--- src/alu_cfg.svh ---
`ifndef ALU_CFG_SVH
`define ALU_CFG_SVH

// datapath width in bits
`define ALU_W 8

// largest legal digit in a BCD nibble
`define BCD_MAX_DIGIT 9

`endif

--- src/alu_pkg.sv ---
`default_nettype none
`include "alu_cfg.svh"

package alu_pkg;

    typedef logic [`ALU_W-1:0] data_t;       // one datapath byte
    typedef logic [3:0]        nibble_t;     // one bcd digit

    typedef enum logic [3:0] {
        OP_ADC = 4'h0,
        OP_SBC = 4'h1,
        OP_AND = 4'h2,
        OP_EOR = 4'h3,
        OP_ORA = 4'h4,
        OP_LSR = 4'h5,
        OP_ROR = 4'h6,
        OP_LDA = 4'h7,
        OP_LDX = 4'h8,
        OP_CLC = 4'h9,
        OP_SEC = 4'ha,
        OP_CLD = 4'hb,
        OP_SED = 4'hc
    } alu_op_e;

    // load and function strobes seen by the alu
    typedef struct packed {
        logic ldb_inv_db;                    // ~db on b
        logic ldb_db;                        // db on b
        logic ldb_adl;                       // adl (x) on b
        logic lda_sb;                        // sb (acc) on a
        logic lda_zero;                      // zero on a
        logic enable_dec;
        logic carry_in;
        logic e_sum;
        logic e_and;
        logic e_eor;
        logic e_or;
        logic e_shiftr;
    } alu_ctrl_t;

    typedef struct packed {
        data_t result;
        logic  carry_out;
        logic  overflow;
    } alu_res_t;

    typedef struct packed {
        logic n;
        logic v;
        logic d;
        logic z;
        logic c;
    } flags_t;

    typedef struct packed {
        logic upd_nz;
        logic upd_c;
        logic upd_v;
        logic set_c;
        logic clr_c;
        logic set_d;
        logic clr_d;
    } flag_upd_t;

endpackage

`default_nettype wire

--- src/alu.sv ---
`timescale 1ns/1ns
`default_nettype none
`include "alu_cfg.svh"

module alu
    import alu_pkg::*;
(
    input  data_t     db_bus,
    input  data_t     adl_bus,
    input  data_t     sb_bus,
    input  alu_ctrl_t ctrl,
    output alu_res_t  res
);

    data_t   a;
    data_t   b;
    data_t   b_dec;                          // b as the operand before inversion
    data_t   sum;
    logic    sum_carry;
    logic    lo_carry;
    logic    hi_carry;
    nibble_t lo_dig;
    nibble_t hi_dig;
    logic    in_bcd;

    // one digit of decimal adjust, returns {carry, digit}
    // subtraction works on the inverted operand, so carry set means no borrow
    function automatic logic [4:0] bcd_fix(input logic [4:0] raw, input logic sub);
        logic    dc;
        nibble_t dig;
        if (sub) begin
            dc  = raw[4];
            dig = dc ? raw[3:0] : raw[3:0] + nibble_t'(`BCD_MAX_DIGIT + 1);
        end else begin
            dc  = raw > 5'(`BCD_MAX_DIGIT);
            dig = dc ? raw[3:0] + nibble_t'(15 - `BCD_MAX_DIGIT) : raw[3:0];
        end
        return {dc, dig};
    endfunction

    assign b = ctrl.ldb_inv_db ? ~db_bus :
               ctrl.ldb_db     ? db_bus  :
               ctrl.ldb_adl    ? adl_bus : '0;
    assign a = (ctrl.lda_sb && !ctrl.lda_zero) ? sb_bus : '0;   // zero wins

    assign {sum_carry, sum} = {1'b0, a} + {1'b0, b} + (`ALU_W+1)'(ctrl.carry_in);

    // low digit carry feeds the high digit
    assign {lo_carry, lo_dig} = bcd_fix({1'b0, a[3:0]} + {1'b0, b[3:0]}
                                        + 5'(ctrl.carry_in), ctrl.ldb_inv_db);
    assign {hi_carry, hi_dig} = bcd_fix({1'b0, a[7:4]} + {1'b0, b[7:4]}
                                        + 5'(lo_carry), ctrl.ldb_inv_db);

    always_comb begin
        res = '0;
        if (ctrl.e_sum) begin
            if (ctrl.enable_dec) begin
                res.result    = {hi_dig, lo_dig};
                res.carry_out = hi_carry;
            end else begin
                res.result    = sum;
                res.carry_out = sum_carry;
            end
            // same input signs, different result sign
            res.overflow = (a[`ALU_W-1] == b[`ALU_W-1]) && (sum[`ALU_W-1] != a[`ALU_W-1]);
        end
        if (ctrl.e_and) begin
            res.result = a & b;
        end
        if (ctrl.e_eor) begin
            res.result = a ^ b;
        end
        if (ctrl.e_or) begin
            res.result = a | b;
        end
        if (ctrl.e_shiftr) begin
            res.result    = {ctrl.carry_in, a[`ALU_W-1:1]};   // carry_in 0 for lsr
            res.carry_out = a[0];
        end
    end

    assign b_dec  = ctrl.ldb_inv_db ? ~b : b;
    assign in_bcd = (a[3:0] <= nibble_t'(`BCD_MAX_DIGIT)) && (a[7:4] <= nibble_t'(`BCD_MAX_DIGIT))
                 && (b_dec[3:0] <= nibble_t'(`BCD_MAX_DIGIT))
                 && (b_dec[7:4] <= nibble_t'(`BCD_MAX_DIGIT));

    // valid bcd in must give valid bcd out, for add and subtract alike
    always_comb begin
        if (ctrl.e_sum && ctrl.enable_dec && in_bcd) begin
            assert ((lo_dig <= nibble_t'(`BCD_MAX_DIGIT)) && (hi_dig <= nibble_t'(`BCD_MAX_DIGIT)))
                else $error("alu: decimal result %h is not bcd", {hi_dig, lo_dig});
        end
    end

endmodule

`default_nettype wire

--- src/alu_ctrl_decode.sv ---
`timescale 1ns/1ns
`default_nettype none

module alu_ctrl_decode
    import alu_pkg::*;
(
    input  alu_op_e   op,
    input  logic      op_valid,
    input  logic      use_x,
    input  flags_t    flags,
    output alu_ctrl_t ctrl,
    output flag_upd_t upd,
    output logic      acc_we,
    output logic      x_we
);

    // sbc always takes the inverted data bus, use_x has no effect on it
    always_comb begin
        ctrl   = '0;
        upd    = '0;
        acc_we = 1'b0;
        x_we   = 1'b0;
        if (op_valid) begin
            case (op)
                OP_ADC, OP_SBC: begin
                    ctrl.ldb_inv_db = (op == OP_SBC);
                    ctrl.ldb_db     = (op == OP_ADC) && !use_x;
                    ctrl.ldb_adl    = (op == OP_ADC) && use_x;
                    ctrl.lda_sb     = 1'b1;
                    ctrl.e_sum      = 1'b1;
                    ctrl.carry_in   = flags.c;
                    ctrl.enable_dec = flags.d;
                    acc_we          = 1'b1;
                    upd.upd_nz      = 1'b1;
                    upd.upd_c       = 1'b1;
                    upd.upd_v       = !flags.d;          // v kept in decimal mode
                end
                OP_AND, OP_EOR, OP_ORA: begin
                    ctrl.ldb_db  = !use_x;
                    ctrl.ldb_adl = use_x;
                    ctrl.lda_sb  = 1'b1;
                    ctrl.e_and   = (op == OP_AND);
                    ctrl.e_eor   = (op == OP_EOR);
                    ctrl.e_or    = (op == OP_ORA);
                    acc_we       = 1'b1;
                    upd.upd_nz   = 1'b1;
                end
                OP_LSR, OP_ROR: begin
                    ctrl.ldb_db   = 1'b1;                // b unused, kept one-hot
                    ctrl.lda_sb   = 1'b1;
                    ctrl.e_shiftr = 1'b1;
                    ctrl.carry_in = (op == OP_ROR) && flags.c;
                    acc_we        = 1'b1;
                    upd.upd_nz    = 1'b1;
                    upd.upd_c     = 1'b1;
                end
                OP_LDA, OP_LDX: begin
                    ctrl.ldb_db   = !use_x;
                    ctrl.ldb_adl  = use_x;
                    ctrl.lda_zero = 1'b1;                // 0 | b passes b
                    ctrl.e_or     = 1'b1;
                    acc_we        = (op == OP_LDA);
                    x_we          = (op == OP_LDX);
                    upd.upd_nz    = 1'b1;
                end
                OP_CLC: upd.clr_c = 1'b1;
                OP_SEC: upd.set_c = 1'b1;
                OP_CLD: upd.clr_d = 1'b1;
                OP_SED: upd.set_d = 1'b1;
                default: ;
            endcase
        end
    end

    always_comb begin
        assert ($onehot0({ctrl.e_sum, ctrl.e_and, ctrl.e_eor, ctrl.e_or, ctrl.e_shiftr})
                && $onehot0({ctrl.ldb_inv_db, ctrl.ldb_db, ctrl.ldb_adl}))
            else $error("alu_ctrl_decode: strobe conflict for op %s", op.name());
    end

endmodule

`default_nettype wire

--- src/status_reg.sv ---
`timescale 1ns/1ns
`default_nettype none

module status_reg
    import alu_pkg::*;
(
    input  logic      clk,
    input  logic      rst_n,
    input  flag_upd_t upd,
    input  alu_res_t  res,
    output flags_t    flags
);

    always_ff @(posedge clk or negedge rst_n) begin
        if (!rst_n) begin
            flags <= '0;
        end else begin
            if (upd.upd_nz) begin
                flags.n <= res.result[$bits(data_t)-1];
                flags.z <= (res.result == '0);
            end
            if (upd.upd_c) begin
                flags.c <= res.carry_out;
            end else if (upd.set_c) begin
                flags.c <= 1'b1;
            end else if (upd.clr_c) begin
                flags.c <= 1'b0;
            end
            if (upd.upd_v) begin
                flags.v <= res.overflow;
            end
            if (upd.set_d) begin                         // decimal mode on
                flags.d <= 1'b1;
            end else if (upd.clr_d) begin
                flags.d <= 1'b0;
            end
        end
    end

endmodule

`default_nettype wire

--- src/reg_file.sv ---
`timescale 1ns/1ns
`default_nettype none

module reg_file
    import alu_pkg::*;
(
    input  logic     clk,
    input  logic     rst_n,
    input  data_t    operand,
    input  logic     acc_we,
    input  logic     x_we,
    input  alu_res_t res,
    output data_t    db_bus,
    output data_t    adl_bus,
    output data_t    sb_bus,
    output data_t    acc,
    output data_t    x_reg
);

    assign db_bus  = operand;                        // external data bus
    assign adl_bus = x_reg;
    assign sb_bus  = acc;

    always_ff @(posedge clk or negedge rst_n) begin
        if (!rst_n) begin
            acc <= '0;
        end else if (acc_we) begin
            acc <= res.result;
        end
    end

    always_ff @(posedge clk or negedge rst_n) begin
        if (!rst_n) begin
            x_reg <= '0;
        end else if (x_we) begin
            x_reg <= res.result;
        end
    end

    // one destination per operation
    a_single_dest: assert property (@(posedge clk) disable iff (!rst_n) !(acc_we && x_we))
        else $error("reg_file: acc and x written in the same cycle");

endmodule

`default_nettype wire

--- src/exec_unit_top.sv ---
`timescale 1ns/1ns
`default_nettype none

module exec_unit_top
    import alu_pkg::*;
(
    input  logic    clk,
    input  logic    rst_n,
    input  logic    op_valid,
    input  alu_op_e op,
    input  logic    use_x,
    input  data_t   operand,
    output logic    done,
    output data_t   acc,
    output data_t   x_reg,
    output flags_t  flags
);

    alu_ctrl_t ctrl;
    flag_upd_t upd;
    alu_res_t  res;
    logic      acc_we;
    logic      x_we;
    data_t     db_bus;
    data_t     adl_bus;
    data_t     sb_bus;

    alu_ctrl_decode u_decode (.op(op), .op_valid(op_valid), .use_x(use_x), .flags(flags),
                              .ctrl(ctrl), .upd(upd), .acc_we(acc_we), .x_we(x_we));

    reg_file u_regs (.clk(clk), .rst_n(rst_n), .operand(operand), .acc_we(acc_we),
                     .x_we(x_we), .res(res), .db_bus(db_bus), .adl_bus(adl_bus),
                     .sb_bus(sb_bus), .acc(acc), .x_reg(x_reg));

    alu u_alu (.db_bus(db_bus), .adl_bus(adl_bus), .sb_bus(sb_bus), .ctrl(ctrl), .res(res));

    status_reg u_status (.clk(clk), .rst_n(rst_n), .upd(upd), .res(res), .flags(flags));

    always_ff @(posedge clk or negedge rst_n) begin
        if (!rst_n) begin
            done <= 1'b0;
        end else begin
            done <= op_valid;                        // results visible with done
        end
    end

    // flag ops must not touch the data registers
    a_flag_op_regs: assert property (@(posedge clk) disable iff (!rst_n)
        op_valid && (op inside {OP_CLC, OP_SEC, OP_CLD, OP_SED})
        |=> $stable(acc) && $stable(x_reg))
        else $error("exec_unit_top: flag op changed a data register");

    // decimal add and subtract keep v
    a_dec_keeps_v: assert property (@(posedge clk) disable iff (!rst_n)
        op_valid && flags.d && (op inside {OP_ADC, OP_SBC}) |=> $stable(flags.v))
        else $error("exec_unit_top: v changed by a decimal op");

endmodule

`default_nettype wire

--- config.mk ---
export PLATFORM = sky130hd
export DESIGN_NAME = exec_unit_top
export DESIGN_NICKNAME = d
export VERILOG_FILES = /design/src/alu_pkg.sv /design/src/alu.sv /design/src/alu_ctrl_decode.sv /design/src/status_reg.sv /design/src/reg_file.sv /design/src/exec_unit_top.sv
export VERILOG_INCLUDE_DIRS = /design/src
export SDC_FILE = /design/constraint.sdc
export NUM_CORES = 1
export LEC_CHECK = 0
export BUFFER_PORTS_ARGS = -buffer_cell sky130_fd_sc_hd__buf_2
export CAP_MARGIN = 20
export CORE_ASPECT_RATIO = 2
export CORE_UTILIZATION = 40
export CTS_BUF_LIST = sky130_fd_sc_hd__clkbuf_4 sky130_fd_sc_hd__clkbuf_8
export DETAILED_ROUTE_END_ITERATION = 8
export SYNTH_ARGS = -nofsm -noshare
export SYNTH_HDL_FRONTEND = slang
export SYNTH_SLANG_ARGS = --single-unit
--- constraint.sdc ---
create_clock -name clk -period 6.9 [get_ports clk]
set_input_delay 0.69 -clock clk [delete_from_list [all_inputs] [get_ports clk]]
set_output_delay 0.69 -clock clk [all_outputs]
set_load 0.1 [all_outputs]
==> impl_metrics.ini <==
[clocking]
post_cts_resized = 0
cts.sinks = 22
cts_setup_buffers = 0
clk_latency_ns = 0.28
root_buffer = clkbuf_8
cts_tree = built
numCtsBuffers = 3
clk_pin_slew_ns = 0.08
cts_max_level = 1
clockBufferDepth = 2
cts_hold_buf = 0

[worst_setup_path]
reg2regPathDepth = 20
critPathCaptureType = register
worst_r2r_startpoint = u_regs.adl_bus[0]$_DFFE_PN0P_
reg2reg_slack_ns = 2.05
cp_common_cell = fa_1
arrival_ns = 6.21
cp.required_ns = 7.08
start_kind = input pin
worst_r2r_endpoint = u_status.flags[1]$_DFFE_PN0P_
cp_slowest_cell = fa_1
cp_max_fo = 15
max_stage_delay_ns = 0.52
worst-path-buf-inv = 4
path_class = in -> reg
crit_family = adder cells

[power]
p_per_area_mw_per_mm2 = 152
power.leakage_nw = 1.47
ir_drop_mv = 0.153
p_total_w = 0.000475

[drt]
first_pass_iters = 5
first_iter_violations = 190
viasPerCell = 6.07
num_vias = 2924
drt_drc_violations_left = 0
final_antenna_net_count = 0
drt_wl_total_um = 9240
wire_per_inst_um = 19.2

[cells_and_area]
fill_cells = 732
diodes = 0
area_growth_pct = 10.8
final_util_pct = 46.3
drive_above_1_share_pct = 17.5
nNetsFinal = 435

[global_routing]
grt_pass1_vias = 2914
grtUsageTotal_pct = 27.6
grt_pass1_wl_um = 14900
grt_start_max_net_pins = 24
grt_antenna_before_repair = 0
grt-ovfl-total = 0

[synthesis]
synth_nets = 411
yosysWarnings = 0
mappedNetlistArea_mm2 = 0.00281
synth_edf_count = 0
synth.yosys.seq_area_share_pct = 19.6
ys_types = 69
ys_ff_latch = 22
synth-main-ff-cell = dfrtp_1
synthArstFlopShare_pct = 100
syn_area_per_cell_um2 = 7.58
synthCells = 371

[placement]
port_buffers = 37
hpwl_um = 7290
gp_congestion = 0.951
pre_cts_ws_ns = 0.599

[sta]
hold_viol_final = 0
tightest_slew_ns = 0.879
period_minus_slack_ns = 6.04
fin_tns_setup_ns = 0
fin_skew_ns = 0.00481
setup_violations = 0
post-route-period-util_pct = 87.5
rsz0062_at_grt = false
slew_headroom_pct = 41.4
slew_violations = 0
fmax_ghz = 0.166
fin_ws_ns = 0.861

[floorplan]
start_util_pct = 41.8
die_w_um = 61.3
fp.coreArea_mm2 = 0.00673
chipHeight_um = 121
rows = 42
ios = 38
die_area_mm2 = 0.00739

[worst_hold_path]
hp-class = in -> async

[job]
cap_violations = 0

[status]
status = finished, final reports clean
==> routing by layer <==
metal / track usage, % / up-vias / wire length [µm] / share of wire (%)
met4: 19.6 / 0 / 685 / 7.4
met1: 31.2 / 1350 / 3340 / 36
met2: 46.1 / 146 / 4750 / 51
met3: 2.25 / 44 / 463 / 5.0
li1: - / 1384 / - / -
met5: 0 / - / 0 / 0
==> stage by stage <==
step | area (µm²) | std cells | hold WS, ns
final | 3110 | 482 | 0.379
after CTS | 3110 | 482 | 0.386
after detailed placement | 3040 | 478 | 0.461
after global placement | 3040 | 478 | 0.458
after global routing | 3110 | 482 | 0.411
after floorplan | 2810 | 371 | 0.394
==> cell usage after synthesis, types with 9 or more instances <==
| cell type | count | area (µm²) |
|---|---|---|
| nor2_1 | 30 | 113 |
| nor2b_1 | 10 | 62.6 |
| inv_1 | 25 | 93.8 |
| o21ai_0 | 21 | 105 |
| dfrtp_1 | 22 | 551 |
| clkbuf_1 | 12 | 45.0 |
| buf_2 | 12 | 60.1 |
| a221o_1 | 11 | 110 |
| nand2_1 | 58 | 218 |
| ha_1 | 20 | 250 |
| a21oi_1 | 18 | 90.1 |
| a31oi_1 | 9 | 56.3 |
==> cell usage in the layout (no fill, tap or decap), types with 3 or more instances in the layout <==
master,count
buf_2,37
clkbuf_8,3
o22ai_1,6
inv_1,25
o211ai_1,3
nand3_1,5
a21oi_1,18
nor2_1,30
a31oi_1,9
a21o_1,5
o2111ai_1,3
o31ai_1,6
nor2b_1,10
nand4_1,3
or3_1,3
nor3_1,6
o21ai_1,6
fa_1,4
and3_1,4
dfrtp_1,22
o21ai_0,21
nand2_1,58
a221o_1,11
buf_4,8
nand2b_1,6
mux2_2,6
a221oi_1,3
ha_1,20
xnor2_1,6
==> worst reg2reg max path: stages (launching register included) <==
cell	delay (ns)
dfrtp_1	0.38
a221o_1	0.19
inv_1	0.08
fa_1	0.48
fa_1	0.41
xor2_1	0.23
nand2_1	0.13
nand3_1	0.10
nand2_1	0.11
fa_1	0.40
inv_1	0.08
fa_1	0.52
inv_1	0.13
ha_1	0.30
a21oi_1	0.24
nor2b_1	0.09
a211o_1	0.30
o2111ai_1	0.11
a21o_1	0.21
nor2_1	0.06
a32o_1	0.21
==> sequential cells by signal (all words and copies together), names as in the netlist <==
name,count
u_regs.acc,8
u_status.flags,5
done,1
u_regs.adl_bus,8
==> how the worst max path moves through the flow <==
stage                      from                             to  slack, ns  depth (start not counted)
after CTS                 op[3]  u_status.flags[1]$_DFFE_PN0P_       0.90                         25
after floorplan           op[2]  u_status.flags[1]$_DFFE_PN0P_       1.10                         25
after global routing      op[3]  u_status.flags[1]$_DFFE_PN0P_       0.52                         25
final                     op[3]  u_status.flags[1]$_DFFE_PN0P_       0.86                         25
after global placement    op[3]  u_status.flags[1]$_DFFE_PN0P_       0.74                         25
after detailed placement  op[3]  u_status.flags[1]$_DFFE_PN0P_       0.60                         25
==> final cells by class <==
type                    instances  area, µm²  area share, %
inverters                      25       93.8           3.01
well taps                      88        110           3.54
clock inverters                 1       30.0          0.964
repair buffers                 45        245           7.87
flip-flops and latches         22        551           17.7
clock buffers                   3       41.3           1.33
multi-input cells             298       2040           65.6
==> power breakdown <==
group          switching [W]  internal, W  total (W)
combinational       0.000151    0.0000503   0.000202
clock              0.0000474    0.0000778   0.000125
sequential        0.00000982     0.000138   0.000148
total               0.000208     0.000266   0.000475
==> cells by family (layout without fill, tap and decap cells) <==
| group | count (synthesis) | after routing | synth area share, % |
|---|---|---|---|
| AND/OR/NAND/NOR | 140 | 140 | 24.3 |
| AO/OA/AOI/OAI | 116 | 116 | 29.8 |
| buffers and inverters | 51 | 74 | 7.74 |
| adder cells (fa/ha/maj) | 24 | 24 | 11.7 |
| flip-flops | 22 | 22 | 19.6 |
| XOR/XNOR | 10 | 10 | 3.65 |
| multiplexers | 8 | 8 | 3.12 |
(Power assumes the default switching activity.)
